**src/common/ss_pkg.sv**
```systemverilog
// sensitivity search shared types
package ss_pkg;

    // --------------------
    // widths and limits
    // --------------------

    // number of independent tuning fields
    localparam int VAR_NUM = 4;

    localparam int FIELD_WIDTH = 4;
    localparam int TUNE_WIDTH = VAR_NUM * FIELD_WIDTH;

    // measured cost from the analog side
    localparam int ANA_WIDTH = 8;

    // evaluation budget and counter
    localparam int ITER_WIDTH = 11;

    // neighbour index runs 0 .. 2*VAR_NUM
    localparam int NBR_WIDTH = 4;

    // upper saturation point of one field
    localparam logic [FIELD_WIDTH-1:0] FIELD_MAX = FIELD_WIDTH'(2 ** FIELD_WIDTH - 1);

    // --------------------
    // data types
    // --------------------

    // flat word at the ports, field array inside the neighbour generator
    typedef union packed {
        logic [TUNE_WIDTH-1:0]                  flat;
        logic [VAR_NUM-1:0][FIELD_WIDTH-1:0]    field;
    } tune_word_t;

    // lower cost is better
    typedef logic [ANA_WIDTH-1:0] ana_t;

    // --------------------
    // control
    // --------------------

    typedef enum logic [2:0] {
        IDLE         = 3'd0,
        REQUEST_INIT = 3'd1,
        ACTIVATE_SS  = 3'd2,
        WAIT_CF      = 3'd3,
        RECEIVE      = 3'd4,
        JUDGE_NEXT   = 3'd5,
        IMPROVEMENT  = 3'd6,
        DONE         = 3'd7
    } ss_state_e;

    // strobes from the FSM to the datapath blocks
    typedef struct packed {
        logic load_start;
        logic init_best;
        logic record_nbr;
        logic inc_cnt;
        logic rst_round;
        logic move_center;
        logic req_tune;
        logic busy;
    } ss_ctrl_t;

    // flags back to the FSM
    typedef struct packed {
        logic reach_max_iter;
        logic chk_all_neighbor;
        logic found_local_min;
    } ss_status_t;

endpackage

```
**src/logic/ss_tuner_top.sv**
```systemverilog
// sensitivity search tuner top level
`timescale 1ns/1ns

module ss_tuner_top (
    input  logic                          CLK,
    input  logic                          RST_N,
    input  logic                          start,
    input  ss_pkg::tune_word_t            init_tune,
    input  logic [ss_pkg::ITER_WIDTH-1:0] max_iter,
    output logic                          tune_ready,
    output ss_pkg::tune_word_t            tune_bits,
    input  logic                          nxt,
    input  ss_pkg::ana_t                  ana_val,
    output logic                          done,
    output ss_pkg::tune_word_t            best_tune,
    output ss_pkg::ana_t                  best_cost,
    output logic [ss_pkg::ITER_WIDTH-1:0] eval_cnt
);

    ss_pkg::ss_ctrl_t   ctrl;
    ss_pkg::ss_status_t status;
    ss_pkg::tune_word_t win_tune;

    logic [ss_pkg::NBR_WIDTH-1:0] nbr_idx;
    logic                         reach_max_iter;
    logic                         chk_all_neighbor;
    logic                         found_local_min;

    // flags gathered for the FSM
    assign status.reach_max_iter   = reach_max_iter;
    assign status.chk_all_neighbor = chk_all_neighbor;
    assign status.found_local_min  = found_local_min;

    ss_ctrl_fsm ss_ctrl_fsm_inst (
        .CLK        (CLK),
        .RST_N      (RST_N),
        .start      (start),
        .nxt        (nxt),
        .status     (status),
        .ctrl       (ctrl),
        .tune_ready (tune_ready),
        .done       (done)
    );

    ss_iter_counter ss_iter_counter_inst (
        .CLK              (CLK),
        .RST_N            (RST_N),
        .ctrl             (ctrl),
        .max_iter         (max_iter),
        .nbr_idx          (nbr_idx),
        .eval_cnt         (eval_cnt),
        .reach_max_iter   (reach_max_iter),
        .chk_all_neighbor (chk_all_neighbor)
    );

    ss_neighbor_gen ss_neighbor_gen_inst (
        .CLK       (CLK),
        .RST_N     (RST_N),
        .ctrl      (ctrl),
        .init_tune (init_tune),
        .nbr_idx   (nbr_idx),
        .win_tune  (win_tune),
        .tune_bits (tune_bits)
    );

    ss_best_tracker ss_best_tracker_inst (
        .CLK             (CLK),
        .RST_N           (RST_N),
        .ctrl            (ctrl),
        .tune_bits       (tune_bits),
        .ana_val         (ana_val),
        .best_tune       (best_tune),
        .best_cost       (best_cost),
        .win_tune        (win_tune),
        .found_local_min (found_local_min)
    );

endmodule

```
**src/search/ss_best_tracker.sv**
```systemverilog
// best cost and round winner tracking
`timescale 1ns/1ns

module ss_best_tracker (
    input  logic               CLK,
    input  logic               RST_N,
    input  ss_pkg::ss_ctrl_t   ctrl,
    input  ss_pkg::tune_word_t tune_bits,
    input  ss_pkg::ana_t       ana_val,
    output ss_pkg::tune_word_t best_tune,
    output ss_pkg::ana_t       best_cost,
    output ss_pkg::tune_word_t win_tune,
    output logic               found_local_min
);

    // cost sampled every cycle, holds the nxt value during RECEIVE
    ss_pkg::ana_t ana_q;

    ss_pkg::ana_t win_cost;
    logic         win_valid;
    logic         better;

    always_ff @(posedge CLK) begin
        ana_q <= ana_val;
    end

    // strict improvement over the best and over any earlier winner
    assign better = (ana_q < best_cost) && (!win_valid || (ana_q < win_cost));

    // --------------------
    // best point
    // --------------------

    always_ff @(posedge CLK) begin
        if (ctrl.init_best) begin
            best_tune <= tune_bits;
            best_cost <= ana_q;
        end else if (ctrl.move_center) begin
            best_tune <= win_tune;
            best_cost <= win_cost;
        end
    end

    // --------------------
    // round winner
    // --------------------

    always_ff @(posedge CLK or negedge RST_N) begin
        if (!RST_N) begin
            win_valid <= 1'b0;
        end else if (ctrl.init_best || ctrl.move_center) begin
            win_valid <= 1'b0;
        end else if (ctrl.record_nbr && better) begin
            win_valid <= 1'b1;
        end
    end

    // ties keep the earlier, lower index
    always_ff @(posedge CLK) begin
        if (ctrl.record_nbr && better) begin
            win_tune <= tune_bits;
            win_cost <= ana_q;
        end
    end

    assign found_local_min = win_valid;

endmodule

```
**src/search/ss_ctrl_fsm.sv**
```systemverilog
// sensitivity search control FSM
`timescale 1ns/1ns

module ss_ctrl_fsm (
    input  logic               CLK,
    input  logic               RST_N,
    input  logic               start,
    input  logic               nxt,
    input  ss_pkg::ss_status_t status,
    output ss_pkg::ss_ctrl_t   ctrl,
    output logic               tune_ready,
    output logic               done
);

    ss_pkg::ss_state_e state;
    ss_pkg::ss_state_e next_state;

    // set until the start point has been measured
    logic first_meas;

    // --------------------
    // state register
    // --------------------

    always_ff @(posedge CLK or negedge RST_N) begin
        if (!RST_N) begin
            state <= ss_pkg::IDLE;
        end else begin
            state <= next_state;
        end
    end

    // initial path vs neighbour path
    always_ff @(posedge CLK or negedge RST_N) begin
        if (!RST_N) begin
            first_meas <= 1'b0;
        end else if (ctrl.load_start) begin
            first_meas <= 1'b1;
        end else if (ctrl.init_best) begin
            first_meas <= 1'b0;
        end
    end

    // --------------------
    // next state and strobes
    // --------------------

    always_comb begin
        next_state = state;
        ctrl       = '0;
        ctrl.busy  = (state != ss_pkg::IDLE) && (state != ss_pkg::DONE);

        case (state)
            ss_pkg::IDLE, ss_pkg::DONE: begin
                if (start) begin
                    ctrl.load_start = 1'b1;
                    next_state      = ss_pkg::REQUEST_INIT;
                end
            end
            ss_pkg::REQUEST_INIT: begin
                // measure the start point itself
                ctrl.req_tune = 1'b1;
                next_state    = ss_pkg::WAIT_CF;
            end
            ss_pkg::ACTIVATE_SS: begin
                ctrl.req_tune = 1'b1;
                next_state    = ss_pkg::WAIT_CF;
            end
            ss_pkg::WAIT_CF: begin
                // analog side may take any number of cycles
                if (nxt) begin
                    next_state = ss_pkg::RECEIVE;
                end
            end
            ss_pkg::RECEIVE: begin
                if (first_meas) begin
                    ctrl.init_best = 1'b1;
                end else begin
                    ctrl.record_nbr = 1'b1;
                    ctrl.inc_cnt    = 1'b1;
                end
                next_state = ss_pkg::JUDGE_NEXT;
            end
            ss_pkg::JUDGE_NEXT: begin
                // budget first, then end of round
                if (status.reach_max_iter) begin
                    next_state = ss_pkg::DONE;
                end else if (status.chk_all_neighbor) begin
                    next_state = ss_pkg::IMPROVEMENT;
                end else begin
                    next_state = ss_pkg::ACTIVATE_SS;
                end
            end
            ss_pkg::IMPROVEMENT: begin
                if (status.found_local_min) begin
                    // recentre on the round winner and start a new round
                    ctrl.move_center = 1'b1;
                    ctrl.rst_round   = 1'b1;
                    next_state       = ss_pkg::JUDGE_NEXT;
                end else begin
                    next_state = ss_pkg::DONE;
                end
            end
            default: begin
                next_state = ss_pkg::IDLE;
            end
        endcase
    end

    // --------------------
    // analog request
    // --------------------

    // one cycle pulse, lines up with the loaded tune_bits
    always_ff @(posedge CLK or negedge RST_N) begin
        if (!RST_N) begin
            tune_ready <= 1'b0;
        end else begin
            tune_ready <= ctrl.req_tune;
        end
    end

    // stays up until the next start
    assign done = (state == ss_pkg::DONE);

endmodule

```
**src/search/ss_iter_counter.sv**
```systemverilog
// evaluation and neighbour counters
`timescale 1ns/1ns

module ss_iter_counter (
    input  logic                          CLK,
    input  logic                          RST_N,
    input  ss_pkg::ss_ctrl_t              ctrl,
    input  logic [ss_pkg::ITER_WIDTH-1:0] max_iter,
    output logic [ss_pkg::NBR_WIDTH-1:0]  nbr_idx,
    output logic [ss_pkg::ITER_WIDTH-1:0] eval_cnt,
    output logic                          reach_max_iter,
    output logic                          chk_all_neighbor
);

    // budget captured at start
    logic [ss_pkg::ITER_WIDTH-1:0] max_iter_q;

    always_ff @(posedge CLK or negedge RST_N) begin
        if (!RST_N) begin
            max_iter_q <= '0;
        end else if (ctrl.load_start) begin
            max_iter_q <= max_iter;
        end
    end

    // --------------------
    // counts
    // --------------------

    always_ff @(posedge CLK or negedge RST_N) begin
        if (!RST_N) begin
            eval_cnt <= '0;
            nbr_idx  <= '0;
        end else if (ctrl.load_start) begin
            eval_cnt <= '0;
            nbr_idx  <= '0;
        end else if (ctrl.inc_cnt && ctrl.busy) begin
            // one neighbour measured
            eval_cnt <= eval_cnt + 1'b1;
            nbr_idx  <= nbr_idx + 1'b1;
        end else if (ctrl.rst_round) begin
            nbr_idx <= '0;
        end
    end

    // limit flags straight from the registers
    assign reach_max_iter   = (eval_cnt == max_iter_q);
    assign chk_all_neighbor = (int'(nbr_idx) == 2 * ss_pkg::VAR_NUM);

endmodule

```
**src/search/ss_neighbor_gen.sv**
```systemverilog
// centre register and neighbour generation
`timescale 1ns/1ns

module ss_neighbor_gen (
    input  logic                         CLK,
    input  logic                         RST_N,
    input  ss_pkg::ss_ctrl_t             ctrl,
    input  ss_pkg::tune_word_t           init_tune,
    input  logic [ss_pkg::NBR_WIDTH-1:0] nbr_idx,
    input  ss_pkg::tune_word_t           win_tune,
    output ss_pkg::tune_word_t           tune_bits
);

    ss_pkg::tune_word_t center;
    ss_pkg::tune_word_t cand;

    // start point not yet sent out
    logic init_pend;

    // field under test is index / 2
    logic [ss_pkg::NBR_WIDTH-2:0] fsel;

    always_ff @(posedge CLK) begin
        if (ctrl.load_start) begin
            center <= init_tune;
        end else if (ctrl.move_center) begin
            center <= win_tune;
        end
    end

    always_ff @(posedge CLK or negedge RST_N) begin
        if (!RST_N) begin
            init_pend <= 1'b0;
        end else if (ctrl.load_start) begin
            init_pend <= 1'b1;
        end else if (ctrl.req_tune) begin
            init_pend <= 1'b0;
        end
    end

    // --------------------
    // candidate word
    // --------------------

    assign fsel = nbr_idx[ss_pkg::NBR_WIDTH-1:1];

    // even index steps up, odd steps down, saturated fields stay put
    always_comb begin
        cand = center;
        for (int i = 0; i < ss_pkg::VAR_NUM; i++) begin
            if (i == int'(fsel)) begin
                if (!nbr_idx[0] && (center.field[i] != ss_pkg::FIELD_MAX)) begin
                    cand.field[i] = center.field[i] + 1'b1;
                end else if (nbr_idx[0] && (center.field[i] != '0)) begin
                    cand.field[i] = center.field[i] - 1'b1;
                end
            end
        end
    end

    // held through WAIT_CF and RECEIVE
    always_ff @(posedge CLK) begin
        if (ctrl.req_tune) begin
            tune_bits <= init_pend ? center : cand;
        end
    end

endmodule

```
**config.mk**
```make
export PLATFORM = sky130hd
export DESIGN_NAME = ss_tuner_top
export DESIGN_NICKNAME = d
export VERILOG_FILES = /design/src/common/ss_pkg.sv /design/src/logic/ss_tuner_top.sv /design/src/search/ss_best_tracker.sv /design/src/search/ss_ctrl_fsm.sv /design/src/search/ss_iter_counter.sv /design/src/search/ss_neighbor_gen.sv
export SDC_FILE = /design/constraint.sdc
export NUM_CORES = 1
export LEC_CHECK = 0
export BUFFER_PORTS_ARGS = -buffer_cell sky130_fd_sc_hd__buf_4
export CAP_MARGIN = 40
export CORE_UTILIZATION = 57
export DETAILED_ROUTE_END_ITERATION = 8
export HOLD_SLACK_MARGIN = 0.1
export PLACE_DENSITY = 0.8
export SLEW_MARGIN = 20
export SYNTH_ARGS = -nofsm -noshare
export SYNTH_HDL_FRONTEND = slang
export SYNTH_SLANG_ARGS = --single-unit
```
**constraint.sdc**
```tcl
create_clock -name CLK -period 5.2 [get_ports CLK]
set_input_delay 0.52 -clock CLK [delete_from_list [all_inputs] [get_ports CLK]]
set_output_delay 0.52 -clock CLK [all_outputs]
set_load 0.01 [all_outputs]
```
==> results.json <==
{
  "dieArea_mm2": 0.0108,
  "syn_inst": 527,
  "gp_congestion": 0.845,
  "min_path_cells": 3,
  "leakage_nw": 3.11,
  "initial_core_util": 0.596,
  "syn_to_final_growth_pct": 24.5,
  "cap_violations": 0,
  "vias": 4473,
  "tns_ns": 0,
  "period_share": 0.516,
  "async_reset_ff_frac": 0.273,
  "overflow": 0,
  "portBuffers": 91,
  "routedWlPerCell_um": 17.0,
  "dpl_worst_slack_ns": 2.53,
  "synthesis.nets": 591,
  "grt_max_degree": 39,
  "post-route-min-period_ns": 2.68,
  "tightest_slew_ns": 0.846,
  "numCtsBuffers": 17,
  "fin_skew_ns": 0.00516,
  "slew_viol_final": 0,
  "drc": 0,
  "grt_pass1_vias": 4376,
  "cp_max_fo": 19,
  "p_total_mw": 3.34,
  "cts.sinks": 121,
  "path_clk_slew_ns": 0.06,
  "post_cts_buffers": 0,
  "drtIter0Drc": 358,
  "clk_latency_ns": 0.53,
  "antenna_left": 0,
  "cp-start-kind": "flip-flop",
  "rsz0062_at_grt": "false",
  "antenna_cells": 0,
  "dpl.hpwl_um": 8540,
  "slew_headroom": 0.436,
  "cp_slowest_stage_delay_ns": 0.72,
  "final_common_cell": "nand2_1",
  "first_pass_iters": 5,
  "ctsRootBufferMaster": "clkbuf_8",
  "setup_viol": 0,
  "drive_gt1_frac": 0.252,
  "p_per_area_mw_per_mm2": 454,
  "core_mm2": 0.00991,
  "synth_flop_cell": "edfxtp_1",
  "hp-class": "input pin to flip-flop",
  "ys_ff_latch": 121,
  "n_fill_cell": 645,
  "critical_path_class": "flip-flop to flip-flop",
  "utilization": 0.742,
  "synth_edf_count": 80,
  "hold_viol_final": 0,
  "final_cell_mix": "nand2_1 (105), buf_4 (98), edfxtp_1 (80), dfrtp_1 (33), inv_1 (29)",
  "ioPinCount": 92,
  "peakVddDrop_mv": 0.232,
  "viasPerCell": 5.77,
  "cts_tree": "built",
  "final_area_mm2": 0.00736,
  "clock.fmax_mhz": 373,
  "slowest_stage": "or4b_4",
  "r2r_cells": 5,
  "die_w_um": 104,
  "cts_buffer_depth": 2,
  "path_cells": "or4b_4 -> a21oi_1 -> o211ai_1 -> a221oi_4 -> buf_4",
  "nNetsFinal": 693,
  "required_ns": 5.40,
  "drt_wl_total_um": 13200,
  "seq_area_frac_synth": 0.574,
  "place_area_mm2": 0.00672,
  "num_rows": 36,
  "grt.total_usage": 0.260,
  "netlist_area_mm2": 0.00591,
  "postLayoutSetupSlackWorst_ns": 2.52,
  "antenna_found_initial": 0,
  "worstPathArrival_ns": 2.88,
  "cts_max_level": 4,
  "status": "completed",
  "grt_pass1_wl_um": 21800,
  "yosysWarnings": 0,
  "avgSynthCellArea_um2": 11.2,
  "synth.distinct_cells": 61,
  "die_height_um": 104,
  "critPathCaptureType": "flip-flop"
}
==> cells in the mapped netlist (all sizes together) (5+ instances only) <==
cell	n	share of area
nand2	105	0.067
nor3	5	0.0042
clkbuf	12	0.0076
nand3	13	0.011
xnor2	15	0.022
dfxtp	8	0.027
ha	25	0.053
a31oi	8	0.0085
nand4b	6	0.0089
xor2	14	0.021
mux2	18	0.034
nor2	17	0.011
buf	13	0.011
edfxtp	80	0.41
dfrtp	33	0.14
a21oi	23	0.019
inv	29	0.018
nor4	9	0.012
o211ai	5	0.0064
o21ai	24	0.020
nand2b	7	0.0074
==> area by class of cell <==
cell class | instances | area (µm²) | share of cell area
clock buffers | 17 | 414 | 0.0563
clock inverters | 15 | 129 | 0.0175
inverters | 29 | 109 | 0.0148
multi-input cells | 352 | 2320 | 0.315
flip-flops and latches | 121 | 3390 | 0.461
well taps | 133 | 166 | 0.0226
repair buffers | 108 | 831 | 0.113
==> power breakdown <==
group          total, mW  internal [mW]  switching (mW)
Combinational      0.772          0.352           0.420
Sequential          1.50           1.28           0.217
Clock               1.07          0.630           0.444
Total               3.34           2.26            1.08
==> cells by family after synthesis <==
group / count (synthesis) / synth area share
and+or+nand+nor: 189 / 0.160
DFF: 121 / 0.574
AOI/OAI and AO/OA: 90 / 0.0972
buffers and inverters: 54 / 0.0375
xor gates and xnor gates: 29 / 0.0430
adders and majority gates: 25 / 0.0530
muxes: 19 / 0.0360
==> metal layers <==
layer  vias up  GRT usage  share of wire
met5         -          0              0
met4         0      0.107          0.021
met3        27     0.0736          0.066
met2       180      0.410           0.48
met1      2155      0.339           0.44
li1       2111          -              -
==> registers in the layout (all words and copies together), names as in the netlist <==
register and count:
ss_best_tracker_inst.win_cost 8, ss_best_tracker_inst.found_local_min 1, ss_best_tracker_inst.best_cost 8, ss_ctrl_fsm_inst.tune_ready 1, ss_neighbor_gen_inst.tune_bits 16, ss_best_tracker_inst.win_tune 16, ss_best_tracker_inst.ana_q 8, ss_neighbor_gen_inst.init_pend 1
ss_neighbor_gen_inst.center 16, ss_iter_counter_inst.eval_cnt 11, ss_ctrl_fsm_inst.state 3, ss_ctrl_fsm_inst.first_meas 1, ss_best_tracker_inst.best_tune 16, ss_iter_counter_inst.max_iter_q 11, ss_iter_counter_inst.nbr_idx 4
==> worst max-delay path: cells and delay by family, from the launching register on <==
kind	cells	cell delay, ns
flip-flops	1	0.54
AND/OR/NAND/NOR	1	0.72
buffers and inverters	1	0.38
AO/OA/AOI/OAI	3	0.72
==> path summary, 6_finish.rpt <==
path	slack, ns	start	end
worst max register to register	2.52	ss_ctrl_fsm_inst.state[1]	ss_best_tracker_inst.win_tune[6]
worst min-delay path	0.18	max_iter[5]	ss_iter_counter_inst.max_iter_q[5]
min in group asynchronous	0.47	RST_N	ss_iter_counter_inst.max_iter_q[0]
worst min register to register	0.47	ss_best_tracker_inst.ana_q[0]	ss_best_tracker_inst.win_cost[0]
worst max-delay path	2.52	ss_ctrl_fsm_inst.state[1]	ss_best_tracker_inst.win_tune[6]
max in group asynchronous	4.43	RST_N	ss_ctrl_fsm_inst.state[0]
==> per-stage QoR <==
stage | hold WS [ns] | cells
4_1_cts | 0.166 | 774
5_1_grt | 0.175 | 775
3_5_place_dp | 0.448 | 733
2_1_floorplan | 0.224 | 527
6_report | 0.176 | 775
3_3_place_gp | 0.441 | 733
==> repair_timing <==
action | CTS | global route
endpoints found under the hold margin | 41 | 0
setup endpoints to repair | 0 | 0
gates resized for setup | 0 | 0
hold buffers | 9 | 0
No activity file was read; power rests on OpenSTA's default activity.
